==> src/design/mipsPkg.sv <==
package mipsPkg;

	// Datapath and address width
	localparam int dataW = 32;
	// Register index width and count
	localparam int regAddrW = 5;
	localparam int regCount = 1 << regAddrW;
	// Opcode and funct field width
	localparam int fieldW = 6;
	// Immediate field width
	localparam int immW = 16;
	// FSM state and ALU control widths
	localparam int stateW = 4;
	localparam int aluCtrlW = 4;

	// Supported opcodes
	typedef enum logic [fieldW-1:0] {
		opRType = 6'd0,
		opJ = 6'd2,
		opBeq = 6'd4,
		opBne = 6'd5,
		opAddi = 6'd8,
		opSlti = 6'd10,
		opAndi = 6'd12,
		opOri = 6'd13,
		opLw = 6'd35,
		opSw = 6'd43
	} opcodeT;

	// R-type funct codes
	typedef enum logic [fieldW-1:0] {
		fnAdd = 6'd32,
		fnSub = 6'd34,
		fnAnd = 6'd36,
		fnOr = 6'd37,
		fnSlt = 6'd42
	} functT;

	// Multicycle FSM states
	typedef enum logic [stateW-1:0] {
		sFetch,
		sDecode,
		sMemAdr,
		sMemRead,
		sMemWriteback,
		sMemWrite,
		sExecute,
		sAluWriteback,
		sBranch,
		sItypeExecute,
		sItypeWriteback,
		sJump
	} stateT;

	// ALU operation class from the FSM
	typedef enum logic [1:0] {
		aluOpAdd,
		aluOpSub,
		aluOpFunct,
		aluOpItype
	} aluOpT;

	// ALU control, classic encoding
	typedef enum logic [aluCtrlW-1:0] {
		aluAnd = 4'd0,
		aluOr = 4'd1,
		aluAdd = 4'd2,
		aluSub = 4'd6,
		aluSlt = 4'd7,
		aluNor = 4'd12
	} aluCtrlT;

endpackage

==> src/design/ctrlIf.sv <==
`timescale 1ns/1ps

interface ctrlIf;
	import mipsPkg::*;

	// Mux selects
	logic memtoReg, iorD, regDst, aluSrcA;
	logic [1:0] pcSrc, aluSrcB;
	// MSB bne, LSB beq
	logic [1:0] branch;
	// Register enables
	logic irWrite, pcWrite, regWrite, mdrWrite;
	// Zero extend when low
	logic extOp;
	aluCtrlT aluControl;
	// Decoded instruction fields from the IR
	opcodeT opcode;
	functT funct;

	modport ctrl (
		output memtoReg, iorD, regDst, pcSrc, aluSrcA, aluSrcB, branch,
		output irWrite, pcWrite, regWrite, mdrWrite, extOp, aluControl,
		input opcode, funct
	);

	modport dp (
		input memtoReg, iorD, regDst, pcSrc, aluSrcA, aluSrcB, branch,
		input irWrite, pcWrite, regWrite, mdrWrite, extOp, aluControl,
		output opcode, funct
	);

endinterface

==> src/design/alu.sv <==
`timescale 1ns/1ps

module alu (
	input logic [mipsPkg::dataW-1:0] a,
	input logic [mipsPkg::dataW-1:0] b,
	input mipsPkg::aluCtrlT aluControl,
	output logic [mipsPkg::dataW-1:0] result,
	output logic zero
);
	import mipsPkg::*;

	// Signed compare for slt
	logic lessThan;

	assign lessThan = $signed(a) < $signed(b);

	always_comb begin
		case (aluControl)
			aluAnd: result = a & b;
			aluOr: result = a | b;
			aluAdd: result = a + b;
			aluSub: result = a - b;
			aluSlt: result = {{(dataW-1){1'b0}}, lessThan};
			aluNor: result = ~(a | b);
			default: result = '0;
		endcase
	end

	// Branch decision input
	assign zero = (result == '0);

endmodule

==> src/design/aluDecoder.sv <==
`timescale 1ns/1ps

module aluDecoder (
	input mipsPkg::aluOpT aluOp,
	input mipsPkg::functT funct,
	input mipsPkg::opcodeT opcode,
	output mipsPkg::aluCtrlT aluControl
);
	import mipsPkg::*;

	always_comb begin
		case (aluOp)
			// Address and PC arithmetic
			aluOpAdd: aluControl = aluAdd;
			// Branch compare
			aluOpSub: aluControl = aluSub;
			// R-type, decode funct
			aluOpFunct: begin
				case (funct)
					fnAdd: aluControl = aluAdd;
					fnSub: aluControl = aluSub;
					fnAnd: aluControl = aluAnd;
					fnOr: aluControl = aluOr;
					fnSlt: aluControl = aluSlt;
					// Unknown funct falls back to add
					default: aluControl = aluAdd;
				endcase
			end
			// I-type, decode opcode
			default: begin
				case (opcode)
					opAndi: aluControl = aluAnd;
					opOri: aluControl = aluOr;
					opSlti: aluControl = aluSlt;
					// addi and anything else
					default: aluControl = aluAdd;
				endcase
			end
		endcase
	end

endmodule

==> src/design/controlUnit.sv <==
`timescale 1ns/1ps

module controlUnit (
	input logic cclk,
	input logic rstb,
	input logic ack,
	output logic cyc,
	output logic stb,
	output logic we,
	ctrlIf.ctrl ctl
);
	import mipsPkg::*;

	stateT state, nextState;
	aluOpT aluOp;
	// Current state owns the bus
	logic busState;
	// Blocks strobe for one cycle after any ack
	logic holdOff;

	aluDecoder i_aluDecoder (
		.aluOp(aluOp),
		.funct(ctl.funct),
		.opcode(ctl.opcode),
		.aluControl(ctl.aluControl)
	);

	// Logical immediates are zero extended
	assign ctl.extOp = !(ctl.opcode == opAndi || ctl.opcode == opOri);

	// Strobe drops the cycle after ack
	assign stb = busState & ~holdOff;
	assign cyc = stb;

	always_ff @(posedge cclk) begin
		if (!rstb) begin
			state <= sFetch;
			holdOff <= 1'b1;
		end else begin
			state <= nextState;
			holdOff <= ack;
		end
	end

	always_comb begin
		// Defaults compute PC + 4 with nothing written
		ctl.memtoReg = 1'b0;
		ctl.iorD = 1'b0;
		ctl.regDst = 1'b0;
		ctl.pcSrc = 2'b00;
		ctl.aluSrcA = 1'b0;
		ctl.aluSrcB = 2'b01;
		ctl.branch = 2'b00;
		ctl.irWrite = 1'b0;
		ctl.pcWrite = 1'b0;
		ctl.regWrite = 1'b0;
		ctl.mdrWrite = 1'b0;
		aluOp = aluOpAdd;
		busState = 1'b0;
		we = 1'b0;
		nextState = state;
		case (state)
			sFetch: begin
				// Instruction read, IR and PC load on ack
				busState = 1'b1;
				ctl.irWrite = ack;
				ctl.pcWrite = ack;
				if (ack) begin
					nextState = sDecode;
				end
			end
			sDecode: begin
				// Branch target into ALUOut
				ctl.aluSrcB = 2'b11;
				case (ctl.opcode)
					opRType: nextState = sExecute;
					opLw, opSw: nextState = sMemAdr;
					opBeq, opBne: nextState = sBranch;
					opAddi, opSlti, opAndi, opOri: nextState = sItypeExecute;
					opJ: nextState = sJump;
					// Unsupported opcode acts as a nop
					default: nextState = sFetch;
				endcase
			end
			sMemAdr: begin
				// Base plus offset
				ctl.aluSrcA = 1'b1;
				ctl.aluSrcB = 2'b10;
				nextState = (ctl.opcode == opLw) ? sMemRead : sMemWrite;
			end
			sMemRead: begin
				// Same ALU inputs keep ALUOut and adr stable
				ctl.aluSrcA = 1'b1;
				ctl.aluSrcB = 2'b10;
				ctl.iorD = 1'b1;
				busState = 1'b1;
				ctl.mdrWrite = ack;
				if (ack) begin
					nextState = sMemWriteback;
				end
			end
			sMemWriteback: begin
				// MDR into rt
				ctl.memtoReg = 1'b1;
				ctl.regWrite = 1'b1;
				nextState = sFetch;
			end
			sMemWrite: begin
				// Hold address, B drives write data
				ctl.aluSrcA = 1'b1;
				ctl.aluSrcB = 2'b10;
				ctl.iorD = 1'b1;
				busState = 1'b1;
				we = 1'b1;
				if (ack) begin
					nextState = sFetch;
				end
			end
			sExecute: begin
				ctl.aluSrcA = 1'b1;
				ctl.aluSrcB = 2'b00;
				aluOp = aluOpFunct;
				nextState = sAluWriteback;
			end
			sAluWriteback: begin
				// ALUOut into rd
				ctl.regDst = 1'b1;
				ctl.regWrite = 1'b1;
				nextState = sFetch;
			end
			sBranch: begin
				// Compare A and B, target waits in ALUOut
				ctl.aluSrcA = 1'b1;
				ctl.aluSrcB = 2'b00;
				aluOp = aluOpSub;
				ctl.pcSrc = 2'b01;
				ctl.branch = (ctl.opcode == opBne) ? 2'b10 : 2'b01;
				nextState = sFetch;
			end
			sItypeExecute: begin
				ctl.aluSrcA = 1'b1;
				ctl.aluSrcB = 2'b10;
				aluOp = aluOpItype;
				nextState = sItypeWriteback;
			end
			sItypeWriteback: begin
				// ALUOut into rt
				ctl.regWrite = 1'b1;
				nextState = sFetch;
			end
			sJump: begin
				ctl.pcSrc = 2'b10;
				ctl.pcWrite = 1'b1;
				nextState = sFetch;
			end
			default: begin
				nextState = sFetch;
			end
		endcase
	end

endmodule

==> src/design/datapath.sv <==
`timescale 1ns/1ps

module datapath (
	input logic cclk,
	input logic rstb,
	ctrlIf.dp ctl,
	output logic [mipsPkg::dataW-1:0] adr,
	output logic [mipsPkg::dataW-1:0] datW,
	input logic [mipsPkg::dataW-1:0] datR
);
	import mipsPkg::*;

	// Architectural and holding registers
	logic [dataW-1:0] pc, ir, mdr, aReg, bReg, aluOut;
	// Register file ports
	logic [regAddrW-1:0] wa;
	logic [dataW-1:0] wd, rd1, rd2;
	// ALU operands and result
	logic [dataW-1:0] srcA, srcB, aluResult;
	logic zero;
	// Immediates and next PC
	logic [dataW-1:0] immExt, jumpTarget, pcNext;
	logic pcEn;

	// Fields back to the FSM
	assign ctl.opcode = opcodeT'(ir[dataW-1 -: fieldW]);
	assign ctl.funct = functT'(ir[fieldW-1:0]);

	// Sign bit masked by extOp for andi and ori
	assign immExt = {{(dataW-immW){ir[immW-1] & ctl.extOp}}, ir[immW-1:0]};
	// Upper PC bits with the word index
	assign jumpTarget = {pc[dataW-1 -: 4], ir[25:0], 2'b00};

	// Write register and data
	assign wa = ctl.regDst ? ir[15:11] : ir[20:16];
	assign wd = ctl.memtoReg ? mdr : aluOut;

	regFile i_regFile (
		.cclk(cclk),
		.we(ctl.regWrite),
		.ra1(ir[25:21]),
		.ra2(ir[20:16]),
		.wa(wa),
		.wd(wd),
		.rd1(rd1),
		.rd2(rd2)
	);

	// ALU source muxes
	assign srcA = ctl.aluSrcA ? aReg : pc;
	always_comb begin
		case (ctl.aluSrcB)
			2'b00: srcB = bReg;
			2'b01: srcB = dataW'(4);
			2'b10: srcB = immExt;
			default: srcB = {immExt[dataW-3:0], 2'b00};
		endcase
	end

	alu i_alu (
		.a(srcA),
		.b(srcB),
		.aluControl(ctl.aluControl),
		.result(aluResult),
		.zero(zero)
	);

	// beq on zero, bne on nonzero
	assign pcEn = ctl.pcWrite | (ctl.branch[0] & zero) | (ctl.branch[1] & ~zero);

	always_comb begin
		case (ctl.pcSrc)
			2'b01: pcNext = aluOut;
			2'b10: pcNext = jumpTarget;
			default: pcNext = aluResult;
		endcase
	end

	always_ff @(posedge cclk) begin
		if (!rstb) begin
			pc <= '0;
		end else if (pcEn) begin
			pc <= pcNext;
		end
	end

	// IR and MDR load on their enables
	always_ff @(posedge cclk) begin
		if (ctl.irWrite) begin
			ir <= datR;
		end
		if (ctl.mdrWrite) begin
			mdr <= datR;
		end
	end

	// Operand and result holding registers
	always_ff @(posedge cclk) begin
		aReg <= rd1;
		bReg <= rd2;
		aluOut <= aluResult;
	end

	// Bus side
	assign adr = ctl.iorD ? aluOut : pc;
	assign datW = bReg;

endmodule

==> src/design/mipsCore.sv <==
`timescale 1ns/1ps

module mipsCore (
	input logic cclk,
	input logic rstb,
	// Wishbone classic master
	output logic cyc,
	output logic stb,
	output logic we,
	output logic [mipsPkg::dataW-1:0] adr,
	output logic [mipsPkg::dataW-1:0] datW,
	input logic [mipsPkg::dataW-1:0] datR,
	input logic ack
);

	// Control and decoded fields between FSM and datapath
	ctrlIf ctl ();

	// FSM owns the bus handshake
	controlUnit i_controlUnit (
		.cclk(cclk),
		.rstb(rstb),
		.ack(ack),
		.cyc(cyc),
		.stb(stb),
		.we(we),
		.ctl(ctl.ctrl)
	);

	// Datapath owns address and data
	datapath i_datapath (
		.cclk(cclk),
		.rstb(rstb),
		.ctl(ctl.dp),
		.adr(adr),
		.datW(datW),
		.datR(datR)
	);

endmodule

==> src/design/regFile.sv <==
`timescale 1ns/1ps

module regFile (
	input logic cclk,
	input logic we,
	input logic [mipsPkg::regAddrW-1:0] ra1,
	input logic [mipsPkg::regAddrW-1:0] ra2,
	input logic [mipsPkg::regAddrW-1:0] wa,
	input logic [mipsPkg::dataW-1:0] wd,
	output logic [mipsPkg::dataW-1:0] rd1,
	output logic [mipsPkg::dataW-1:0] rd2
);
	import mipsPkg::*;

	logic [dataW-1:0] regs [regCount];

	// Writes to r0 are dropped
	always_ff @(posedge cclk) begin
		if (we && wa != '0) begin
			regs[wa] <= wd;
		end
	end

	// Asynchronous reads, r0 hardwired to zero
	assign rd1 = (ra1 == '0) ? '0 : regs[ra1];
	assign rd2 = (ra2 == '0) ? '0 : regs[ra2];

endmodule

==> config.mk <==
export PLATFORM = sky130hd
export DESIGN_NAME = mipsCore
export DESIGN_NICKNAME = d
export VERILOG_FILES = /design/src/design/mipsPkg.sv /design/src/design/ctrlIf.sv /design/src/design/alu.sv /design/src/design/aluDecoder.sv /design/src/design/controlUnit.sv /design/src/design/datapath.sv /design/src/design/mipsCore.sv /design/src/design/regFile.sv
export SDC_FILE = /design/constraint.sdc
export NUM_CORES = 2
export LEC_CHECK = 0
export BUFFER_PORTS_ARGS = -buffer_cell sky130_fd_sc_hd__buf_4
export CORE_ASPECT_RATIO = 1.4
export CORE_MARGIN = 1.5
export CORE_UTILIZATION = 55
export DETAILED_ROUTE_END_ITERATION = 6
export MAX_ROUTING_LAYER = met4
export PLACE_DENSITY = 0.79
export SKIP_LAST_GASP = 1
export SYNTH_ARGS = -nofsm -noshare
export SYNTH_HDL_FRONTEND = slang
export SYNTH_SLANG_ARGS = --single-unit
==> constraint.sdc <==
create_clock -name cclk -period 6.41 [get_ports cclk]
set_input_delay 0.641 -clock cclk [delete_from_list [all_inputs] [get_ports cclk]]
set_output_delay 0.641 -clock cclk [all_outputs]
set_load 0.05 [all_outputs]
==> run metrics <==
status=completed; CTS tree=yes; CP Data Arrival Time=between 6000 and 7000 ps; number of synthesized flops with an enable pin=roughly 1100; Clock Tree Root=clkbuf_16; nets=~4200; Slew Viols, Final=0; Worst Setup EP=i_datapath.pc[14]$_SDFFE_PN0P_; dpl hpwl=127.4 mm; fillcell total=7572; final setup margin=between 150 and 200 ps; Synth top area share=53.70%; core area=109900 sq um; post-synthesis cell type count=108; full die area=112600 sq um; post-route ant nets=0; crit path kind=flip-flop to flip-flop; Synth Instances=3716; max_slew headroom=5.473%; sequential share of power=47.3%; sequential-to-total area share from yosys stat=58.08%; Design Area, Final=69460 sq um; most frequent cells in the layout=edfxtp_1, mux4_2, buf_4, mux2i_1; RePlAce Congestion=1.031; Via-to-Cell Ratio=7.157; Pleak=24.26 nW; final core utilization=63.20%; Setup crit start kind=flip-flop; GRT Total Usage=36.96%; reg2reg start=i_controlUnit.state[3]$_SDFFE_PN0P_; fin crit share=just under 100%; I/O pin cnt=102; Most common cell on crit path=buf_4; clk slew on worst S/H paths=around 70 ps; Worst Max-Slew Pin Slew=1415 ps; Max-Cap Viols=0; Crit path depth=27; Worst VDD drop=0.2283 mV; P_int=14.51 mW; layout cell share with drive strength beyond 1=34.16%; Synth async-reset ratio=0%; drt pass-1 iters=6; switching part of the total power=26.85%; Min Clock Period, post-route=6229 ps; grt ovf=0; Top Family by Delay on Critical Path=simple AND/OR/NAND/NOR gates; dpl cell area=65510 sq um; Post-Place Setup Slack=-160.7 ps; Comb power frac=17.6%; FF-to-FF path depth=27; starting density of the core=between 50% and 60%; final WL=202.2 mm; drt drc=0; Max Root-Sink Buffers=3; Critical Path Sink Type=flip-flop; switching power=5.325 mW; area grow syn2layout=14.17%; vias in the first global route=41250; Synth Register Bits=1221; largest cells by area after synthesis=edfxtp_1, mux4_2, dfxtp_1, mux2i_1, ha_1; DR vias=40120; FMAX=~160 MHz; Syn Area/Cell=16.37 sq um; IO Port Bufs=101; area of the mapped netlist=approximately 61000 sq um; clk sinks=1221; commonest non-fill, non-tap cell in the layout=edfxtp_1; initial antenna violation count=2; slowest cell on the critical path=dfxtp_1; WP buf/inv=9; Power Density=roughly 290 nW/um^2; Worst Hold Class=primary input to flip-flop; critical path's largest stage delay=580 ps; Setup crit start=i_controlUnit.state[3]$_SDFFE_PN0P_; initial DRC count=5162; setup TNS=0 ps; clk_lat worst skew=730 ps; hold buffer count at cts=0; Clock power frac=35.1%; DR WL/cell=approximately 36 um; Hold WS=97.42 ps; ys flop type=edfxtp_1; Rows=144; total power=a little under 20 mW; clk_skew=approximately 40 ps; H-tree depth=3; reg2reg end=i_datapath.pc[14]$_SDFFE_PN0P_; CP required=6980 ps; CTS buffer count=110; post-synth top area cell=edfxtp_1; critical path peak fanout=17; first-pass GRT wire length=286.8 mm; Final Hold Fails=0; setup violators final=0; Die X-Extent=284.1 um; Placed Cells=5395; pin count of the biggest net entering global routing=121; flop2flop setup slack=180 ps; Ys Warns=0; Die Ht=roughly 400 um; non-filler instance count after layout=5606
[metal layers]
layer  vias up  wire length (um)  global-route usage (%)
met5         -                 0                       -
met4         0             16340                   25.03
met3       821             20320                   6.958
met2      2905            101800                   61.08
met1     20440             63760                   40.85
li1      15950                 -                       -
[sequential cells by signal, indices dropped and copies added (netlist names)]
register,count
i_datapath.aluOut,32
i_controlUnit.holdOff,1
i_datapath.datW,32
i_datapath.aReg,32
i_datapath.ir,32
i_datapath.mdr,32
i_datapath.i_regFile.regs,1024
i_datapath.pc,32
i_controlUnit.state,4
[final cells by class]
class | instances | area (sq um) | share of cell area (%)
Sequential cell | 1221 | 35340 | 50.87
Timing Repair Buffer | 465 | 3757 | 5.409
Clock buffer | 132 | 2940 | 4.233
Antenna cell | 4 | 10.01 | 0.01441
Tap cell | 1460 | 1827 | 2.630
Inverter | 113 | 424.2 | 0.6107
Multi-Input combinational cell | 2141 | 24340 | 35.05
Clock inverter | 70 | 822.0 | 1.183
[how the worst min path moves through the flow]
stage,cells after the start,slack (ps),from,endpoint
after floorplan,2,450,i_datapath.pc[1]$_SDFFE_PN0P_,i_datapath.pc[1]$_SDFFE_PN0P_
after global placement,2,460,i_datapath.pc[14]$_SDFFE_PN0P_,i_datapath.pc[14]$_SDFFE_PN0P_
after detailed placement,2,470,i_datapath.pc[11]$_SDFFE_PN0P_,i_datapath.pc[11]$_SDFFE_PN0P_
after CTS,1,60,datR[7],i_datapath.ir[7]$_DFFE_PP_
after global routing,1,90,datR[2],i_datapath.ir[2]$_DFFE_PP_
final,1,100,datR[5],i_datapath.ir[5]$_DFFE_PP_
[worst register-to-register path, stage by stage (launching register included)]
cell and delay (ps):
dfxtp_1 580, nand3_1 200, o21ai_2 130, buf_12 190, a22oi_2 120, buf_4 180, inv_1 80, buf_4 100
ha_1 180, inv_1 70, fa_1 440, and2b_2 230, o221ai_2 260, a211oi_2 110, buf_4 170, o2111ai_1 170
buf_4 190, nand3_2 110, a41o_1 250, a311o_1 290, or4_1 540, or4_1 510, nor2_2 130, mux2i_2 240
buf_6 200, nor2_8 40, buf_12 190, mux2i_1 150
[Yosys cell counts, drive strengths merged (90+ instances only)]
cell    count
edfxtp   1088
mux4      553
mux2i     207
nor2      180
clkbuf    176
a21oi     152
nand2     147
dfxtp     133
inv       112
ha        100
buf        92
mux2       90
[power by group through the flow]
stage	combinational, mW	sequential [mW]	clock (mW)
after CTS	3.41	9.37	6.98
after global placement	3.34	9.53	0
after global routing	3.64	9.38	7.26
final	3.50	9.38	6.96
after detailed placement	3.37	9.54	0
after floorplan	1.95	9.55	0
[repair_timing]
action,in CTS,in global routing
cloned,1,0
gates resized for setup,3,18
setup buffers,2,2
setup endpoints to repair,28,32
pin swaps,2,2
[kinds of logic (layout without fill, tap and decap cells)]
| kind of cell | count (synthesis) | in the layout | share of synthesized area [%] |
|---|---|---|---|
| AOI/OAI and AO/OA | 576 | 576 | 6.812 |
| xor gates and xnor gates | 12 | 12 | 0.1728 |
| adders and majority gates | 102 | 102 | 2.122 |
| buffers and inverters | 386 | 780 | 2.805 |
| DFF | 1221 | 1221 | 58.08 |
| muxes | 850 | 850 | 25.55 |
| other | 1 | 36 | 0.006164 |
| and+or+nand+nor | 568 | 569 | 4.451 |
No activity file was read; power rests on OpenSTA's default activity.
